$ cat config.mk
export PLATFORM = sky130hd
export DESIGN_NAME = asg_lin
export DESIGN_NICKNAME = d
export VERILOG_FILES = /design/src/logic/asg_pkg.sv /design/src/logic/asg_lin.sv
export SDC_FILE = /design/constraint.sdc
export NUM_CORES = 1
export LEC_CHECK = 0
export ABC_AREA = 0
export BUFFER_PORTS_ARGS = -buffer_cell sky130_fd_sc_hd__buf_2
export CORE_UTILIZATION = 55
export DETAILED_ROUTE_END_ITERATION = 10
export PLACE_DENSITY = 0.73
export SLEW_MARGIN = 20
export SYNTH_ARGS = -nofsm -noshare
export SYNTH_HDL_FRONTEND = slang
export SYNTH_SLANG_ARGS = --single-unit
$ cat constraint.sdc
create_clock -name bus_reg -period 1.4 [get_ports bus_reg]
set_input_delay 0.07 -clock bus_reg [delete_from_list [all_inputs] [get_ports bus_reg]]
set_output_delay 0.07 -clock bus_reg [all_outputs]
set_load 0.1 [all_outputs]
$ cat src/logic/asg_pkg.sv
//////////////////////////////////////////////////////////////////////
// shared widths, register map and types for the signal generator
// samples and gain are two's complement, gain has 14 fraction bits
// table pointer is unsigned fixed point, 10 integer + 16 fraction
//////////////////////////////////////////////////////////////////////

package asg_pkg;

  //////////////////////////////////////////////////////////////////////
  // widths
  localparam int unsigned sample_w  = 14;              // DAC sized
  localparam int unsigned tbl_aw    = 10;              // 1024 entries
  localparam int unsigned frac_w    = 16;
  localparam int unsigned ptr_w     = tbl_aw + frac_w;
  localparam int unsigned gain_w    = 16;
  localparam int unsigned gain_frac = 14;              // 0x4000 is unity
  localparam int unsigned trg_w     = 4;
  localparam int unsigned reg_aw    = 7;
  localparam int unsigned reg_dw    = 32;

  // register map
  localparam logic [reg_aw-1:0] addr_ctl  = 7'h00; // control / status
  localparam logic [reg_aw-1:0] addr_trg  = 7'h10; // ext trigger mask
  localparam logic [reg_aw-1:0] addr_siz  = 7'h20;
  localparam logic [reg_aw-1:0] addr_off  = 7'h24;
  localparam logic [reg_aw-1:0] addr_ste  = 7'h28;
  localparam logic [reg_aw-1:0] addr_mode = 7'h30; // bit0 one-shot
  localparam logic [reg_aw-1:0] addr_gain = 7'h48;
  localparam logic [reg_aw-1:0] addr_sum  = 7'h4c;

  //////////////////////////////////////////////////////////////////////
  // types
  typedef logic signed [sample_w-1:0] sample_t;
  typedef logic        [tbl_aw-1:0]   tbl_addr_t;
  typedef logic        [ptr_w-1:0]    ptr_t;
  typedef logic signed [gain_w-1:0]   gain_t;
  typedef logic        [trg_w-1:0]    trg_t;

  typedef struct packed {
    logic              wen;
    logic              ren;
    logic [reg_aw-1:0] addr;
    logic [reg_dw-1:0] wdata;
  } reg_req_t;

  typedef struct packed {
    logic              ack;   // one cycle after wen/ren
    logic [reg_dw-1:0] rdata;
  } reg_rsp_t;

  typedef struct packed {logic wen; tbl_addr_t addr; sample_t wdata;} tbl_req_t;
  typedef struct packed {logic vld; sample_t data;} sample_out_t;
  typedef struct packed {ptr_t siz; ptr_t off; ptr_t ste;} gen_cfg_t;
  typedef struct packed {gain_t gain; sample_t sum;} lin_cfg_t;

  typedef enum logic [1:0] {st_idle, st_armed, st_run} gen_state_t;

endpackage

$ cat src/logic/asg_lin.sv
//////////////////////////////////////////////////////////////////////
// gain and offset on the sample stream, one register stage
// out = sat(((x * gain) >>> 14) + sum), clipped to -8192..8191
//////////////////////////////////////////////////////////////////////

`timescale 1ns/1ps

module asg_lin (
  input  logic                   bus_reg,
  input  logic                   arst_n,
  input  asg_pkg::sample_out_t   rd,
  input  asg_pkg::lin_cfg_t      lin_cfg,
  output asg_pkg::sample_out_t   smp
);

  logic signed [asg_pkg::sample_w+asg_pkg::gain_w-1:0] prod;
  logic signed [asg_pkg::sample_w+asg_pkg::gain_w-1:0] scaled;
  logic signed [asg_pkg::sample_w+asg_pkg::gain_w:0]   acc;    // one bit headroom
  logic                                                ovf;
  asg_pkg::sample_t                                    sat;
  asg_pkg::sample_t                                    data_q;
  logic                                                vld_q;

  // multiply, drop gain fraction
  assign prod   = $signed(rd.data) * $signed(lin_cfg.gain);
  assign scaled = prod >>> asg_pkg::gain_frac;
  assign acc    = scaled + $signed(lin_cfg.sum);

  // upper bits must all equal the sign bit
  assign ovf = !((&acc[$high(acc):asg_pkg::sample_w-1]) ||
                 !(|acc[$high(acc):asg_pkg::sample_w-1]));
  assign sat = ovf ? {acc[$high(acc)], {(asg_pkg::sample_w-1){~acc[$high(acc)]}}}
                   : acc[asg_pkg::sample_w-1:0];

  always_ff @(posedge bus_reg) begin
    if (rd.vld) data_q <= sat;          // hold between samples
  end

  always_ff @(posedge bus_reg or negedge arst_n) begin
    if (!arst_n) vld_q <= 1'b0;
    else         vld_q <= rd.vld;
  end

  assign smp = '{vld: vld_q, data: data_q};

  // table entries read out must have been written
  a_rd_known: assert property (@(posedge bus_reg) disable iff (!arst_n)
    rd.vld |-> !$isunknown(rd.data));

endmodule

After elaboration in Yosys (flattened, before gate mapping)
Cells that the tools add are included.

Input port bits: 47. Output and inout port bits: 15. Word-level logic and storage cells: 10. Register bits: 15.

Bitwise operators: 1. Add/sub/neg operators: 1. Mux-type cells: 1. Reduce and logical (&&, ||, !) cells: 4. $mul: 1.

Operators with widths (number): $mul 14x16->30 (1); $reduce_and 18->1 (1); $reduce_or 18->1 (1); $add 16x14->17 (1); $mux 14 (1); $logic_not 1->1 (1); $logic_or 1x1->1 (1); $not 1->1 (1).

Logic depth before layout (Yosys ltp)
Depth in word-level cells: 6. Mapped depth: 32. Depth with buffers taken out: 31.

Least setup slack after synthesis
No wires, ideal clock.

Path type: input to register. Start: input lin_cfg[29] (netlist bit). End: register data_q[10], data pin. Path slack: -6098 ps. Setup time: 180 ps. Path buffers: 1. Required time: 1220 ps. Cell stages on the path: 29. Data arrival time: 7318 ps. Path through: clkbuf_1 -> nand2_1 -> fa_1 -> inv_1 -> fa_1 -> inv_1 -> fa_1 -> inv_1 -> fa_1 -> fa_1 -> inv_1 -> fa_1 -> inv_1 -> ha_1 -> inv_1 -> nor2_1 -> o21a_1 -> a22o_1 -> o31ai_1 -> o21bai_1 -> xor2_1 -> ha_1 -> a21o_1 -> a21o_2 -> a2111oi_2 -> nand3_2 -> nor3_4 -> nor2_8 -> o41ai_2.

Cells in the longest elaborated chain, start to end: 6. Elaborated cells on any way between the ends: 8. Those cells by class: add/sub (1); mul (1); mux (1); bitwise (1); reduce/logical (4).

RTL lines: from (decl) (RTL line asg_lin.sv:12) `input asg_pkg::lin_cfg_t lin_cfg,`; $mul 14x16->30 * (RTL line asg_lin.sv:25) `assign prod = $signed(rd.data) * $signed(lin_cfg.gain);`; $add 16x14->17 * (RTL line asg_lin.sv:27) `assign acc = scaled + $signed(lin_cfg.sum);`; $reduce_or 18->1 (RTL line asg_lin.sv:31) `!(|acc[$high(acc):asg_pkg::sample_w-1]));`; $logic_not 1->1 (RTL line asg_lin.sv:31); $logic_or 1x1->1 (RTL line asg_lin.sv:30) `assign ovf = !((&acc[$high(acc):asg_pkg::sample_w-1]) ||`; $mux 14 * (RTL line asg_lin.sv:32) `assign sat = ovf ? {acc[$high(acc)], {(asg_pkg::sample_w-1){~acc[$high(acc)]}}}`; via sat[10] (RTL line asg_lin.sv:20) `asg_pkg::sample_t sat;`; to (signal assigned) (RTL line asg_lin.sv:36) `if (rd.vld) data_q <= sat;`; to (decl) (RTL line asg_lin.sv:21) `asg_pkg::sample_t data_q;`.

The timed path passes the listed nets; every way through them passes the cells marked *. A chain may end at the register's enable or synchronous reset.

Final worst setup path
Start: input rd[13] (netlist bit). End: register data_q[2], data pin.

Cells in the longest elaborated chain, start to end: 6. Elaborated cells on any way between the ends: 8. Those cells by class: add/sub (1); mul (1); mux (1); bitwise (1); reduce/logical (4).

RTL lines: from (decl) (RTL line asg_lin.sv:11) `input asg_pkg::sample_out_t rd,`; $mul 14x16->30 * (RTL line asg_lin.sv:25); $add 16x14->17 * (RTL line asg_lin.sv:27); $reduce_or 18->1 (RTL line asg_lin.sv:31); $logic_not 1->1 (RTL line asg_lin.sv:31); $logic_or 1x1->1 (RTL line asg_lin.sv:30); $mux 14 * (RTL line asg_lin.sv:32); via sat[2] (RTL line asg_lin.sv:20).

Marks and branches as above.

==> results.md <==
* Top_reg_cell synth: edfxtp_1
* Crit end category: register
* Fin util at 70.3%
* First-pass GRT wire length at 38,800 um
* Slew margin rel. at 61.7%
* DR pass1 iterations at 5
* Violated checks: setup timing
* Required time of the critical path at 1390 ps
* Final Slew Violations at 0
* Yosys reg bits at 15
* Clock sink count at 15
* Status: complete, but fails checks
* CTS tree: built
* Initial core utilization at 56.6%
* Tightest Pin Transition at 569 ps
* Avg Inst Size Synth at 9.20 sq um
* DRC at 0
* Syn_nets at 1,378
* Total grt overflow at 0
* Netlist cell types at 56
* Register area share after synthesis at 4.71%
* Via count of the routed design at 7,501
* CP most frequent cell: fa_1
* HP Class: input pin to asynchronous set/reset pin
* CP Launch Type: input pin
* Post-synth EDFFs at 14
* Ports at 62
* Synth warnings at 0
* CTS max path bufs at 2
* Worst hold slack at 126 ps
* DR iter-0 viols at 297
* Post-Syn Area at 9450 sq um
* # diodes at 0
* Routability cong. at 0.911
* Die H at 133 um
* Vias in the first global route at 8,579
* # Max-Cap Violations at 0
* RSZ-0062 raised after global routing: yes
* Crit path max-delay family: adder cells
* Peak Freq at 0.143 GHz
* Critical path's slowest cell: fa_1
* Layout fillers at 1,263
* Largest net degree at the start of global routing at 16
* Post-layout nets at 1,566
* Detailed Place HPWL at 19,100 um
* Wire length per cell at 15.8 um
* Dpl cells at 1,414
* Core footprint at 16,700 sq um
* Crit path buffers/inverters at 4
* Cts bufs inserted at 3
* Die area at 17,700 sq um
* CP max FO at 5
* Non-Filler Instances at 1,434
* IO buf count at 61
* Die Width at 133 um
* CTS root buf: clkbuf_16
* CP max stage delay at 590 ps
* Critical Path AT at 6980 ps
* Area Growth Syn to Fin at 24.2%
* Via density at 5.23
* Synthesized instance count at 1,027
* Post-route ant nets at 0
* All-Layer GR Usage at 27.8%
* Drt total wl at 22,700 um
* Worst-path clk slew at 50 ps
* Ratio of cells with drive above 1 in the final layout at 24.6%
* Pre-CTS WS at -5990 ps
* Crit Path Category: input pin to register
* Final period util at 499%
* Placement Rows at 47
* Hold Fails Final Rpt at 0
* Initial antenna violation count at 0
* Async set-or-reset flop fraction in the synthesized netlist at 6.67%
* PnR worst setup slack at -5590 ps
* # H-tree levels at 1
* Fin crit period at 6990 ps
* Finish-stage setup viols at 14
cells in the mapped netlist (3+ instances only):
cell type | instances | area share, %
fa_1 | 219 | 46
a21oi_1 | 31 | 1.6
nand3_1 | 10 | 0.53
and4_1 | 3 | 0.28
o21ai_0 | 13 | 0.69
and2_1 | 118 | 7.8
nor2b_1 | 5 | 0.33
a21o_1 | 4 | 0.32
or3_1 | 3 | 0.20
ha_1 | 85 | 11
xor2_1 | 11 | 1.0
clkbuf_1 | 31 | 1.2
o21a_1 | 6 | 0.48
xnor2_1 | 26 | 2.4
nor3_1 | 3 | 0.16
nand4_1 | 4 | 0.26
o21bai_1 | 3 | 0.24
edfxtp_1 | 14 | 4.4
inv_1 | 254 | 10
nand2b_1 | 5 | 0.33
nand2_1 | 99 | 3.9
nor2_1 | 37 | 1.5
logic make-up (layout without fill, tap and decap cells):
group / count (synthesis) / in the layout / synth area share (%)
buffers and inverters: 286 / 470 / 11.4
adders and majority gates: 304 / 304 / 57.7
AOI/OAI and AO/OA: 85 / 86 / 6.20
and+or+nand+nor: 300 / 302 / 16.6
DFF: 15 / 15 / 4.71
xor gates and xnor gates: 37 / 37 / 3.43
layer usage:
metal	vias up	GRT usage, %	routed length [um]
li1	3435	-	-
met1	3829	30.9	8490
met2	169	55.1	12700
met3	68	2.15	732
met4	0	9.58	822
met5	-	0	0
worst paths after layout:
check / start / endpoint / slack [ps] / cells past startpoint
worst min-delay path: arst_n / vld_q / 130 / 2
worst max-delay path: rd[13] / data_q[2] / -5590 / 28
min in group bus_reg: rd[14] / vld_q / 130 / 1
max in group asynchronous: arst_n / vld_q / 1190 / 2
layout by cell type, fill, tap and decap left out, types with 9 or more instances in the layout:
master    netlist  final
a21oi_1        31     21
xnor2_1        26     25
nand2_1        99     95
buf_2           0     39
inv_1         254    250
xor2_1         11     11
a21oi_2         0     10
edfxtp_1       14     14
and2_1        118    114
nor2_1         37     31
nand3_1        10      9
ha_4            0      9
ha_1           85     73
buf_6           0     13
buf_4           1    150
fa_1          219    215
state kept, by name, indices dropped and copies added (netlist names):
register  cells
data_q       14
vld_q         1
metrics by stage:
stage	TNS, ps	instance area, sq um
after CTS	-77060	11500
after floorplan	-76140	9700
after detailed placement	-82670	11100
final	-77390	11700
after global placement	-81090	11100
after global routing	-81370	11700
what timing repair did:
item	CTS	global route
hold buffers	1	0
pin swaps	25	24
hold endpoints to repair	1	0
buffers inserted	7	5
resized for setup	51	44
endpoints found under the setup margin	14	14
cloned	2	2
area by class of cell:
cell class | instances | area, sq um | share of cell area [%]
Clock buffer | 4 | 78.8 | 0.672
Inverter | 254 | 960 | 8.18
Multi-Input combinational cell | 729 | 8340 | 71.1
Sequential cell | 15 | 445 | 3.80
Tap cell | 220 | 275 | 2.35
Timing Repair Buffer | 211 | 1630 | 13.8
Timing Repair inverter | 1 | 7.51 | 0.0640
Power is left out: the tool's default activity adds up to more than one toggle a clock period on the data nets, which glitch-free logic cannot reach.
