===== config.mk =====
export PLATFORM = sky130hd
export DESIGN_NAME = asg_ctrl
export DESIGN_NICKNAME = d
export VERILOG_FILES = /design/src/logic/asg_pkg.sv /design/src/logic/asg_ctrl.sv
export SDC_FILE = /design/constraint.sdc
export NUM_CORES = 1
export LEC_CHECK = 0
export BUFFER_PORTS_ARGS = -buffer_cell sky130_fd_sc_hd__buf_4
export CELL_PAD_IN_SITES_DETAIL_PLACEMENT = 1
export CELL_PAD_IN_SITES_GLOBAL_PLACEMENT = 1
export CORE_ASPECT_RATIO = 1.4
export CORE_UTILIZATION = 29
export DETAILED_ROUTE_END_ITERATION = 6
export PLACE_DENSITY_LB_ADDON = 0.25
export SLEW_MARGIN = 20
export SYNTH_ARGS = -nofsm -noshare
export SYNTH_HDL_FRONTEND = slang
export SYNTH_SLANG_ARGS = --single-unit

===== constraint.sdc =====
create_clock -name bus_reg -period 2.6 [get_ports bus_reg]
set_input_delay 0.26 -clock bus_reg [delete_from_list [all_inputs] [get_ports bus_reg]]
set_output_delay 0.26 -clock bus_reg [all_outputs]
set_load 0.01 [all_outputs]

===== src/logic/asg_pkg.sv =====
//////////////////////////////////////////////////////////////////////
// shared widths, register map and types for the signal generator
// samples and gain are two's complement, gain has 14 fraction bits
// table pointer is unsigned fixed point, 10 integer + 16 fraction
//////////////////////////////////////////////////////////////////////

package asg_pkg;

  //////////////////////////////////////////////////////////////////////
  // widths
  localparam int unsigned sample_w  = 14;              // DAC sized
  localparam int unsigned tbl_aw    = 10;              // 1024 entries
  localparam int unsigned frac_w    = 16;
  localparam int unsigned ptr_w     = tbl_aw + frac_w;
  localparam int unsigned gain_w    = 16;
  localparam int unsigned gain_frac = 14;              // 0x4000 is unity
  localparam int unsigned trg_w     = 4;
  localparam int unsigned reg_aw    = 7;
  localparam int unsigned reg_dw    = 32;

  // register map
  localparam logic [reg_aw-1:0] addr_ctl  = 7'h00; // control / status
  localparam logic [reg_aw-1:0] addr_trg  = 7'h10; // ext trigger mask
  localparam logic [reg_aw-1:0] addr_siz  = 7'h20;
  localparam logic [reg_aw-1:0] addr_off  = 7'h24;
  localparam logic [reg_aw-1:0] addr_ste  = 7'h28;
  localparam logic [reg_aw-1:0] addr_mode = 7'h30; // bit0 one-shot
  localparam logic [reg_aw-1:0] addr_gain = 7'h48;
  localparam logic [reg_aw-1:0] addr_sum  = 7'h4c;

  //////////////////////////////////////////////////////////////////////
  // types
  typedef logic signed [sample_w-1:0] sample_t;
  typedef logic        [tbl_aw-1:0]   tbl_addr_t;
  typedef logic        [ptr_w-1:0]    ptr_t;
  typedef logic signed [gain_w-1:0]   gain_t;
  typedef logic        [trg_w-1:0]    trg_t;

  typedef struct packed {
    logic              wen;
    logic              ren;
    logic [reg_aw-1:0] addr;
    logic [reg_dw-1:0] wdata;
  } reg_req_t;

  typedef struct packed {
    logic              ack;   // one cycle after wen/ren
    logic [reg_dw-1:0] rdata;
  } reg_rsp_t;

  typedef struct packed {logic wen; tbl_addr_t addr; sample_t wdata;} tbl_req_t;
  typedef struct packed {logic vld; sample_t data;} sample_out_t;
  typedef struct packed {ptr_t siz; ptr_t off; ptr_t ste;} gen_cfg_t;
  typedef struct packed {gain_t gain; sample_t sum;} lin_cfg_t;

  typedef enum logic [1:0] {st_idle, st_armed, st_run} gen_state_t;

endpackage


===== src/logic/asg_ctrl.sv =====
//////////////////////////////////////////////////////////////////////
// register file, bus decode and generator FSM
// bus ack is a fixed one cycle after request, no back-pressure
// ctl writes act on the state one cycle after the write cycle
// ld is combinational, same cycle as the trigger while armed
//////////////////////////////////////////////////////////////////////

`timescale 1ns/1ps

module asg_ctrl (
  input  logic                bus_reg,
  input  logic                arst_n,
  input  asg_pkg::reg_req_t   reg_req,
  input  asg_pkg::trg_t       evn_ext,
  input  logic                wrap,     // pointer passed size
  output asg_pkg::reg_rsp_t   reg_rsp,
  output asg_pkg::gen_cfg_t   gen_cfg,
  output asg_pkg::lin_cfg_t   lin_cfg,
  output logic                ld,       // load offset
  output logic                run,      // advance pointer
  output logic                evn_per,
  output logic                evn_lst,
  output logic                sts_run
);

  asg_pkg::trg_t              cfg_trg;  // ext trigger mask
  logic                       cfg_mode; // one-shot when set
  logic                       ctl_wr;
  logic                       ctl_clr;
  logic                       ctl_str;
  logic                       ctl_stp;
  logic                       ctl_trg;
  logic                       ext_trg;
  asg_pkg::gen_state_t        state;
  asg_pkg::gen_state_t        state_nxt;
  logic                       ack_q;
  logic [asg_pkg::reg_dw-1:0] rdata_q;
  logic [asg_pkg::reg_dw-1:0] rd_mux;

  //////////////////////////////////////////////////////////////////////
  // bus side

  assign ctl_wr  = reg_req.wen && (reg_req.addr == asg_pkg::addr_ctl);
  assign ctl_clr = ctl_wr & reg_req.wdata[0];
  assign ctl_str = ctl_wr & reg_req.wdata[1];
  assign ctl_stp = ctl_wr & reg_req.wdata[2];
  assign ctl_trg = ctl_wr & reg_req.wdata[3]; // software trigger
  assign ext_trg = |(evn_ext & cfg_trg);

  always_ff @(posedge bus_reg or negedge arst_n) begin
    if (!arst_n) begin
      ack_q    <= 1'b0;
      cfg_trg  <= '0;
      cfg_mode <= 1'b0;
      gen_cfg  <= '0;
      lin_cfg  <= '0;
    end else begin
      ack_q <= reg_req.wen | reg_req.ren;
      if (reg_req.wen) begin
        case (reg_req.addr)
          asg_pkg::addr_trg:  cfg_trg      <= reg_req.wdata[asg_pkg::trg_w-1:0];
          asg_pkg::addr_siz:  gen_cfg.siz  <= reg_req.wdata[asg_pkg::ptr_w-1:0];
          asg_pkg::addr_off:  gen_cfg.off  <= reg_req.wdata[asg_pkg::ptr_w-1:0];
          asg_pkg::addr_ste:  gen_cfg.ste  <= reg_req.wdata[asg_pkg::ptr_w-1:0];
          asg_pkg::addr_mode: cfg_mode     <= reg_req.wdata[0];
          asg_pkg::addr_gain: lin_cfg.gain <= reg_req.wdata[asg_pkg::gain_w-1:0];
          asg_pkg::addr_sum:  lin_cfg.sum  <= reg_req.wdata[asg_pkg::sample_w-1:0];
          default: ;                          // ctl handled as pulses
        endcase
      end
    end
  end

  // read mux, fields zero extended
  always_comb begin
    rd_mux = '0;
    case (reg_req.addr)
      asg_pkg::addr_ctl:  rd_mux[1:0] = {state == asg_pkg::st_armed, sts_run};
      asg_pkg::addr_trg:  rd_mux[asg_pkg::trg_w-1:0]    = cfg_trg;
      asg_pkg::addr_siz:  rd_mux[asg_pkg::ptr_w-1:0]    = gen_cfg.siz;
      asg_pkg::addr_off:  rd_mux[asg_pkg::ptr_w-1:0]    = gen_cfg.off;
      asg_pkg::addr_ste:  rd_mux[asg_pkg::ptr_w-1:0]    = gen_cfg.ste;
      asg_pkg::addr_mode: rd_mux[0]                     = cfg_mode;
      asg_pkg::addr_gain: rd_mux[asg_pkg::gain_w-1:0]   = lin_cfg.gain;
      asg_pkg::addr_sum:  rd_mux[asg_pkg::sample_w-1:0] = lin_cfg.sum;
      default:            rd_mux = '0;        // unmapped
    endcase
  end

  always_ff @(posedge bus_reg) begin
    if (reg_req.ren) rdata_q <= rd_mux;       // lands with ack
  end

  assign reg_rsp = '{ack: ack_q, rdata: rdata_q};

  //////////////////////////////////////////////////////////////////////
  // generator FSM

  always_comb begin
    state_nxt = state;
    ld        = 1'b0;
    case (state)
      asg_pkg::st_idle:  if (ctl_str) state_nxt = asg_pkg::st_armed;
      asg_pkg::st_armed: begin
        if (ctl_trg | ext_trg) begin
          ld        = 1'b1;                   // offset load, run follows
          state_nxt = asg_pkg::st_run;
        end
      end
      asg_pkg::st_run:   if (wrap && cfg_mode) state_nxt = asg_pkg::st_idle;
      default:           state_nxt = asg_pkg::st_idle;
    endcase
    if (ctl_clr | ctl_stp) state_nxt = asg_pkg::st_idle; // from anywhere
  end

  always_ff @(posedge bus_reg or negedge arst_n) begin
    if (!arst_n) begin
      state   <= asg_pkg::st_idle;
      evn_per <= 1'b0;
      evn_lst <= 1'b0;
    end else begin
      state   <= state_nxt;
      evn_per <= wrap;                        // one cycle behind wrap
      evn_lst <= wrap & cfg_mode;             // only pass in one-shot
    end
  end

  assign run     = (state == asg_pkg::st_run);
  assign sts_run = run;

  // pointer only flags wrap while running
  a_wrap_run: assert property (@(posedge bus_reg) disable iff (!arst_n)
    wrap |-> run);

endmodule


Word-level counts from Yosys, hierarchy flattened
Cells that the tools add are included.
{"block": "totals", "reg_bits": 144, "latch_bits": 0, "mem_bits_rw": 0, "mem_bits_ro": 0, "input_bits": 48, "out_inout_bits": 146, "wordCells": 59, "n_memories": 0}
{"block": "op_classes", "addsub": 0, "mul": 0, "div": 0, "order_cmp": 0, "n_eq_ne": 12, "n_shift": 0, "muxes": 13, "n_bitwise": 9, "reduce_logical": 13}
{"operator": "$pmux W10 S5", "n": 1}
{"operator": "$pmux W10 S3", "n": 1}
{"operator": "$eq A7 B6 Y1 const B", "n": 4}
{"operator": "$eq A7 B7 Y1 const B", "n": 2}
{"operator": "$reduce_and A2 Y1", "n": 7}
{"operator": "$pmux W2 S6", "n": 1}
{"operator": "$mux W2", "n": 4}
{"operator": "$pmux W1 S8", "n": 1}
{"operator": "$pmux W2 S4", "n": 1}
{"operator": "$eq A7 B5 Y1 const B", "n": 1}
{"operator": "$logic_not A7 Y1", "n": 1}
{"operator": "$pmux W1 S7", "n": 1}
{"operator": "$ne A3 B1 Y1 const B", "n": 2}
{"operator": "$pmux W2 S3", "n": 1}
{"operator": "$and A1 B1 Y1", "n": 5}
{"operator": "$and A4 B4 Y4", "n": 1}
{"operator": "$reduce_or A4 Y1", "n": 1}
{"operator": "$ne A3 B3 Y1 const B", "n": 1}
{"operator": "$or A1 B1 Y1", "n": 3}
{"operator": "$reduce_and A3 Y1", "n": 1}
{"operator": "$eq A2 B1 Y1 const B", "n": 1}
{"operator": "$eq A2 B2 Y1 const B", "n": 1}
{"operator": "$logic_and A1 B1 Y1", "n": 2}
{"operator": "$logic_not A2 Y1", "n": 1}
{"operator": "$mux W1", "n": 2}

Depth between registers and ports, before layout
Gate-level depths: netlist of run 1.
{"block": "logic_depth", "depth_word": 7, "mapped_depth": 6}

Worst setup path after synthesis of run 1
No wires, ideal clock.
{"block": "synth_timing", "path_kind": "input-to-reg", "startpoint": "input port reg_req[38] in the netlist's numbering", "endpoint": "register gen_cfg[32] in the netlist's numbering", "setup_time_ns": 0.127, "t_arrival_ns": 1.885, "slack_ns": 0.588, "stages": 6, "n_path_buf": 2, "path_cell_list": "or4b_4 nor4_4 and2_1 buf_4 buf_6 mux2_1"}
{"block": "synth_via", "elab_chain_cells": 2}
{"element": "from (decl)", "line": "asg_ctrl.sv:13", "rtl": "input asg_pkg::reg_req_t reg_req,"}
{"element": "$eq A7 B6 Y1", "line": "asg_ctrl.sv:60", "rtl": "case (reg_req.addr)"}
{"element": "$reduce_and A2 Y1 (no source line)"}
{"element": "to (decl)", "line": "asg_ctrl.sv:17", "rtl": "output asg_pkg::gen_cfg_t gen_cfg,"}
Every way passes these cells.
A chain may end at the register's enable or synchronous reset.

Worst setup path after layout of run 1
{"block": "layout_timing", "startpoint": "register cfg_trg[1]", "endpoint": "output port ld"}
{"block": "layout_via", "elab_chain_cells": 5}
{"element": "from (decl)", "line": "asg_ctrl.sv:26", "rtl": "asg_pkg::trg_t cfg_trg;"}
{"element": "from (signal assigned)", "line": "asg_ctrl.sv:61", "rtl": "asg_pkg::addr_trg: cfg_trg <= reg_req.wdata[asg_pkg::trg_w-1:0];"}
{"element": "$and A4 B4 Y4", "line": "asg_ctrl.sv:48", "rtl": "assign ext_trg = |(evn_ext & cfg_trg);"}
{"element": "$reduce_or A4 Y1", "line": "asg_ctrl.sv:48"}
{"element": "$or A1 B1 Y1", "line": "asg_ctrl.sv:105", "rtl": "if (ctl_trg | ext_trg) begin"}
{"element": "$mux W1", "line": "asg_ctrl.sv:105"}
{"element": "$mux W1", "line": "asg_ctrl.sv:102", "rtl": "case (state)"}
{"element": "to (decl)", "line": "asg_ctrl.sv:19", "rtl": "output logic ld,"}
Every way passes these cells.

==> results of run 1 <==
-- worst max-delay path: cells and delay by family, from the launching register on --
| family | cells | cell delay (ns) |
|---|---|---|
| flops | 1 | 0.40 |
| buf+inv | 1 | 0.17 |
| compound gates | 3 | 0.74 |
-- through the flow --
stage	std cells	utilization [%]	instance area [um2]	total power, mW
CTS	899	41.0	8480	5.85
floorplan	443	-	6190	2.87
global route	899	41.0	8480	6.00
detailed placement	865	38.0	7870	3.33
finish	899	41.0	8480	5.77
global placement	865	38.0	7870	3.30
-- logic make-up (layout without fill, tap and decap cells) --
logic type / count (synthesis) / in the layout
flops: 144 / 144
mux: 120 / 120
simple gates: 78 / 78
compound gates: 61 / 61
buf+inv: 34 / 234
other cells: 1 / 6
-- flip-flops by register name, indices dropped and copies added, names as in the netlist --
signal,count
evn_lst,1
gen_cfg,78
evn_per,1
rdata_q,26
state,2
ack_q,1
cfg_trg,4
lin_cfg,30
cfg_mode,1
-- layout by cell type, fill, tap and decap left out, drive strengths merged, types with 2 or more instances in the layout --
cell and n:
a221oi 7, nand3 5, or2 2, mux2 119, a21oi 3, clkinvlp 3, nand3b 2, clkinv 2
edfxtp 26, inv 10, nor2b 4, a22o 5, nor4b 2, dlygate4sd3 2, nor3 3, a32oi 5
and3 3, o21ai 5, o211ai 5, buf 198, nand4 2, and4 2, a22oi 27, conb 6
nor2 4, clkbuf 17, bufinv 2, nand2 40, and2 2, nor4 2, dfrtp 118
-- worst paths after layout --
kind,from,end
hold reg to reg,gen_cfg[45]$_DFFE_PN0P_,gen_cfg[45]$_DFFE_PN0P_
hold / removal,reg_req[20],gen_cfg[46]$_DFFE_PN0P_
min in group asynchronous,arst_n,lin_cfg[16]$_DFFE_PN0P_
setup reg to reg,gen_cfg[55]$_DFFE_PN0P_,rdata_q[3]$_DFFE_PP_
setup / recovery,cfg_trg[1]$_DFFE_PN0P_,ld
max in group asynchronous,arst_n,gen_cfg[17]$_DFFE_PN0P_
-- layout make-up --
class	instances	area, um2
Timing Repair Buffer	200	1540
Multi-Input combinational cell	265	2280
Sequential cell	144	3730
Fill cell	2143	12200
Inverter	2	7.51
Clock inverter	15	170
Clock buffer	17	425
Tap cell	256	320
-- where the power goes --
| part | switching [mW] | internal, mW | total [mW] |
|---|---|---|---|
| logic | 0.325 | 0.359 | 0.685 |
| clock network | 1.04 | 1.44 | 2.49 |
| registers | 0.135 | 2.46 | 2.60 |
-- routing by layer --
metal | wire length, um | up-vias | global-route usage, %
li1 | - | 2013 | -
met1 | 8010 | 2384 | 22.7
met2 | 10500 | 145 | 34.0
met3 | 1240 | 39 | 5.27
met4 | 530 | 0 | 7.62
met5 | 0 | - | 0
-- repair_timing --
| item | 4_1_cts | 5_1_grt |
|---|---|---|
| hold buffers | 2 | 0 |
| setup buffers | 0 | 0 |
| endpoints found under the hold margin | 44 | 0 |
==> metrics, run 1 <==
final WL=20.3 mm; CP Capture Type=primary output; Synth Instances=438; Synth Area in XOR/XNOR=0%; #FFs+latches synth=144; Initial DRC Count=172; Std-Cell Rows=62; largest area contributor in the netlist=dfrtp_1; gpl congestion=0.759; clk_lat worst skew=0.43 ns; chip height=175 um; critical path peak fanout=3; mux contribution to synthesized area=21.9%; top_reg_cell synth=dfrtp_1; Detailed Place HPWL=13.8 mm; initial antenna violation count=0; fin worst setup slack=0.604 ns; # nets final=678; WP data arrival=1.74 ns; required time worst endpoint=2.34 ns; Post-CTS Resized=0; Worst VDD drop=0.412 mV; average size of a mapped cell=14.1 um2; IO buf count=181; Setup Viol. Count Final=0; final hold slack=0.0628 ns; RSZ-0062 raised after global routing=no; slack of the worst reg-to-reg path=1.26 ns; synth unique cells=43; Worst Setup Start Kind=register; sequential share of the synthesized area=60.5%; Clk pin slew, worst setup/hold paths=0.07 ns; f_max=501 MHz; min Tclk post-route=2.00 ns; Synth async-reset ratio=81.9%; Synth top area share=47.9%; status=finished with violations; Compound-Gate Fraction of Synth Area=7.50%; ANT cells=0; Largest stage delay, worst path=0.40 ns; Hold Path Stages=2; Max Root-Sink Buffers=2; synthesis-to-finish area growth=37.5%; Post-synth EDFFs=26; TritonCTS Buffers=17; GRT Total Usage=19.5%; Worst Hold Class=in -> reg; routed len/inst=22.6 um; top cells by count, synth=118 x dfrtp_1, 99 x mux2_2, 39 x nand2_1, 27 x a22oi_1, 26 x edfxtp_1; Area contributors post-synth=dfrtp_1 48%, mux2_2 18%, edfxtp_1 13%, mux2_1 3.7%, a22oi_1 3.3%; Cell Area, Synth=6170 um2; failing checks=design-rule violations; H-tree depth=4; Critical Path, Cell by Cell=a22o_1, a221oi_1, a21oi_1, buf_4; pre-CTS setup slack=0.380 ns; DRT Pass-1 Iters=6; clk sink count=144; vias per cell=5.10; total die area=21900 um2; top-count cell post-synth=dfrtp_1; Initial Utilization=29.8%; part of the cycle the worst path needs=76.8%; TritonCTS clock tree=yes; post-synthesis adder-cell area fraction=0%; DR DRC count=11; Reg2Reg Depth=3; Routed Antenna Nets=0; number of global-route vias before repair=5047; largest family of logic cells by synthesized area=multiplexers; layout cells sized above 1=52.6%; die width=125 um; Static Leakage=4.20 nW; Final Max Tran Viols=0; final hold vios=0; I/O pin cnt=194; post-synthesis simple-gate area fraction=6.98%; GR Overflow Total=0; Synthesis Warnings=0; first-pass GRT wire length=31.4 mm; Worst-Margin Slew=0.608 ns; Clock Skew=0.00971 ns; critical path's slowest cell=dfrtp_1; max_cap viols=0; core area=20700 um2; Root Buffer=clkbuf_16; largest net degree at the start of global routing=76; slew margin rel.=59.5%; critical setup path kind=reg -> out; DR vias=4581; PwrDens=680 nW/um2; setup tns final=0 ns
No activity file was read; power rests on OpenSTA's default activity.
==> inputs of run 2 (changes only) <==
==> constraint.sdc (replaced) <==
create_clock -name bus_reg -period 1.7 [get_ports bus_reg]
set_input_delay 0.17 -clock bus_reg [delete_from_list [all_inputs] [get_ports bus_reg]]
set_output_delay 0.17 -clock bus_reg [all_outputs]
set_load 0.01 [all_outputs]
==> run 2 against run 1 <==
Against the previous run: the run still ends with design-rule violations left; worst hold slack got worse by 0.045 ns; clock power increased by 54%; worst setup slack got worse by 0.59 ns; global-route usage increased by 0.58 points; sequential power increased by 53%; core utilization increased by 2.6 points; critical path depth unchanged; first-iteration DRC count increased by 44%; total power increased by 55%; sequential share of layout area decreased by 2.6 points; largest power group unchanged.
==> metrics, run 2 (synthesis gave the netlist of run 1 again) <==
critical path's slowest cell=dfrtp_1; Worst Setup Start Kind=register; final WL=21.1 mm (+3.8%); Initial DRC Count=247 (+44%); Setup Viol. Count Final=0 (unchanged); max_cap viols=0 (unchanged); IO buf count=181 (unchanged); Clk pin slew, worst setup/hold paths=0.07 ns (about the same); core area=20700 um2 (unchanged); part of the cycle the worst path needs=99.0%; routed len/inst=22.2 um (-1.7%); Final Max Tran Viols=0 (unchanged); layout cells sized above 1=53.8% (+1.3 points); Largest stage delay, worst path=0.38 ns (-0.02 ns); Power, Total=8.96 mW (+55%); Biggest register=gen_cfg; Finished Cell Area=9020 um2 (+6.3%); GRT Total Usage=20.1% (+0.58 points); RSZ-0062 raised after global routing=yes; TritonCTS Buffers=17 (unchanged); DP Area=8160 um2 (+3.7%); Static Leakage=4.47 nW (+6.4%); Placed Instances=891 (+3.0%); Std-Cell Rows=62 (unchanged); Root Buffer=clkbuf_16; Filler cells=2165 (+1.0%); PwrDens=994 nW/um2 (+46%); H-tree depth=4 (unchanged); Non-Filler Instances=949 (+5.6%); chip height=175 um (unchanged); GR Overflow Total=0 (unchanged); largest net degree at the start of global routing=49 (-36%); Detailed Place HPWL=15.0 mm (+8.3%); Worst Hold Class=in -> reg; number of global-route vias before repair=5146 (+2.0%); Top Registers=gen_cfg: 78 flops, lin_cfg: 30 flops, rdata_q: 26 flops; final hold slack=0.0177 ns (-0.0451 ns); final hold vios=0 (unchanged); vias per cell=4.99 (-2.1%); Initial Utilization=29.8% (unchanged); max reg flops=78 (unchanged); pre-CTS setup slack=-0.266 ns (-0.646 ns); WP data arrival=1.51 ns (-0.23 ns); Worst VDD drop=0.681 mV (+65%); ANT cells=0 (unchanged); TritonCTS clock tree=yes; Critical Path, Cell by Cell=a22o_1, a221oi_2, a21oi_1, buf_4; fin worst setup slack=0.0163 ns (-0.588 ns); most common cell after layout, fill and taps aside=buf_4; initial antenna violation count=0 (unchanged); first-pass GRT wire length=32.3 mm (+2.9%); I/O pin cnt=194 (unchanged); min Tclk post-route=1.68 ns; worst path bufs/invs=1 (unchanged); failing checks=design-rule violations; status=finished with violations; CP Capture Type=primary output; die width=125 um (unchanged); Clock Skew=0.00621 ns (-0.00350 ns); f_max=594 MHz; critical setup path kind=reg -> out; clk sink count=144 (unchanged); required time worst endpoint=1.53 ns (-0.81 ns); DR DRC count=14 (+3); synthesis-to-finish area growth=46.1%; commonest cells after routing, fill and taps aside=219 x buf_4, 118 x dfrtp_1, 99 x mux2_2; Worst path top cell family by delay=compound AO/OA/AOI/OAI gates; Max Root-Sink Buffers=2 (unchanged); gpl congestion=0.812 (+7.0%); DRT Pass-1 Iters=7 (+1); total die area=21900 um2 (unchanged); critical path peak fanout=2 (-1); Routed Antenna Nets=0 (unchanged); DR vias=4734 (+3.3%); clk_lat worst skew=0.43 ns (about the same); # nets final=728 (+7.4%)
[run 2: worst paths after layout]
| check | start | end | slack [ns] | depth (start not counted) |
|---|---|---|---|---|
| max | cfg_trg[1]$_DFFE_PN0P_ | ld | 0.02 | 4 |
| min | reg_req[11] | gen_cfg[37]$_DFFE_PN0P_ | 0.02 | 2 |
| max reg2reg | gen_cfg[55]$_DFFE_PN0P_ | rdata_q[3]$_DFFE_PP_ | 0.26 | 3 |
| min reg2reg | cfg_mode$_DFFE_PN0P_ | evn_lst$_DFF_PN0_ | 0.53 | 2 |
| max in group asynchronous | arst_n | gen_cfg[62]$_DFFE_PN0P_ | 0.84 | 3 |
| min in group asynchronous | arst_n | lin_cfg[17]$_DFFE_PN0P_ | 0.24 | 2 |
[run 2: cell type report]
| cell class | count | area, um2 | area share [%] |
|---|---|---|---|
| flip-flops and latches | 144 | 3730 | 41.4 |
| well taps | 256 | 320 | 3.55 |
| multi-input cells | 265 | 2300 | 25.5 |
| clock buffers | 17 | 425 | 4.72 |
| repair buffers | 250 | 2050 | 22.8 |
| inverters | 2 | 7.51 | 0.0833 |
| clock inverters | 15 | 171 | 1.90 |
[run 2: routing by layer]
metal | share of wire, % | routed length [um] | global-route usage [%]
met1 | 40 | 8360 | 23.3
met4 | 2.3 | 495 | 7.62
met5 | 0 | 0 | 0
met3 | 4.9 | 1030 | 4.13
met2 | 53 | 11200 | 36.1
[run 2: through the flow]
stage | util [%] | setup TNS (ns)
2_1_floorplan | - | -4.71
3_3_place_gp | 39.4 | -12.81
3_5_place_dp | 39.4 | -17.09
4_1_cts | 43.5 | 0
5_1_grt | 43.5 | -0.0293
6_report | 43.5 | 0
[run 2: power breakdown]
group,leakage [nW],internal (mW),switching [mW]
clock,0.291,2.21,1.63
sequential,1.87,3.76,0.223
combinational,2.31,0.620,0.520
[run 2: what timing repair did]
| action | CTS | global route |
|---|---|---|
| gates cloned | 0 | 0 |
| endpoints found under the setup margin | 1 | 1 |
| pin swaps | 1 | 1 |
| resized for setup | 2 | 0 |
| endpoints found under the hold margin | 83 | 0 |
| buffers inserted | 3 | 2 |
| hold buffers | 21 | 0 |
[run 2: worst reg2reg max path, cell delays in order, from the launching register on]
cell,delay [ns]
dfrtp_1,0.41
a22o_1,0.23
a221oi_1,0.38
a21oi_1,0.15
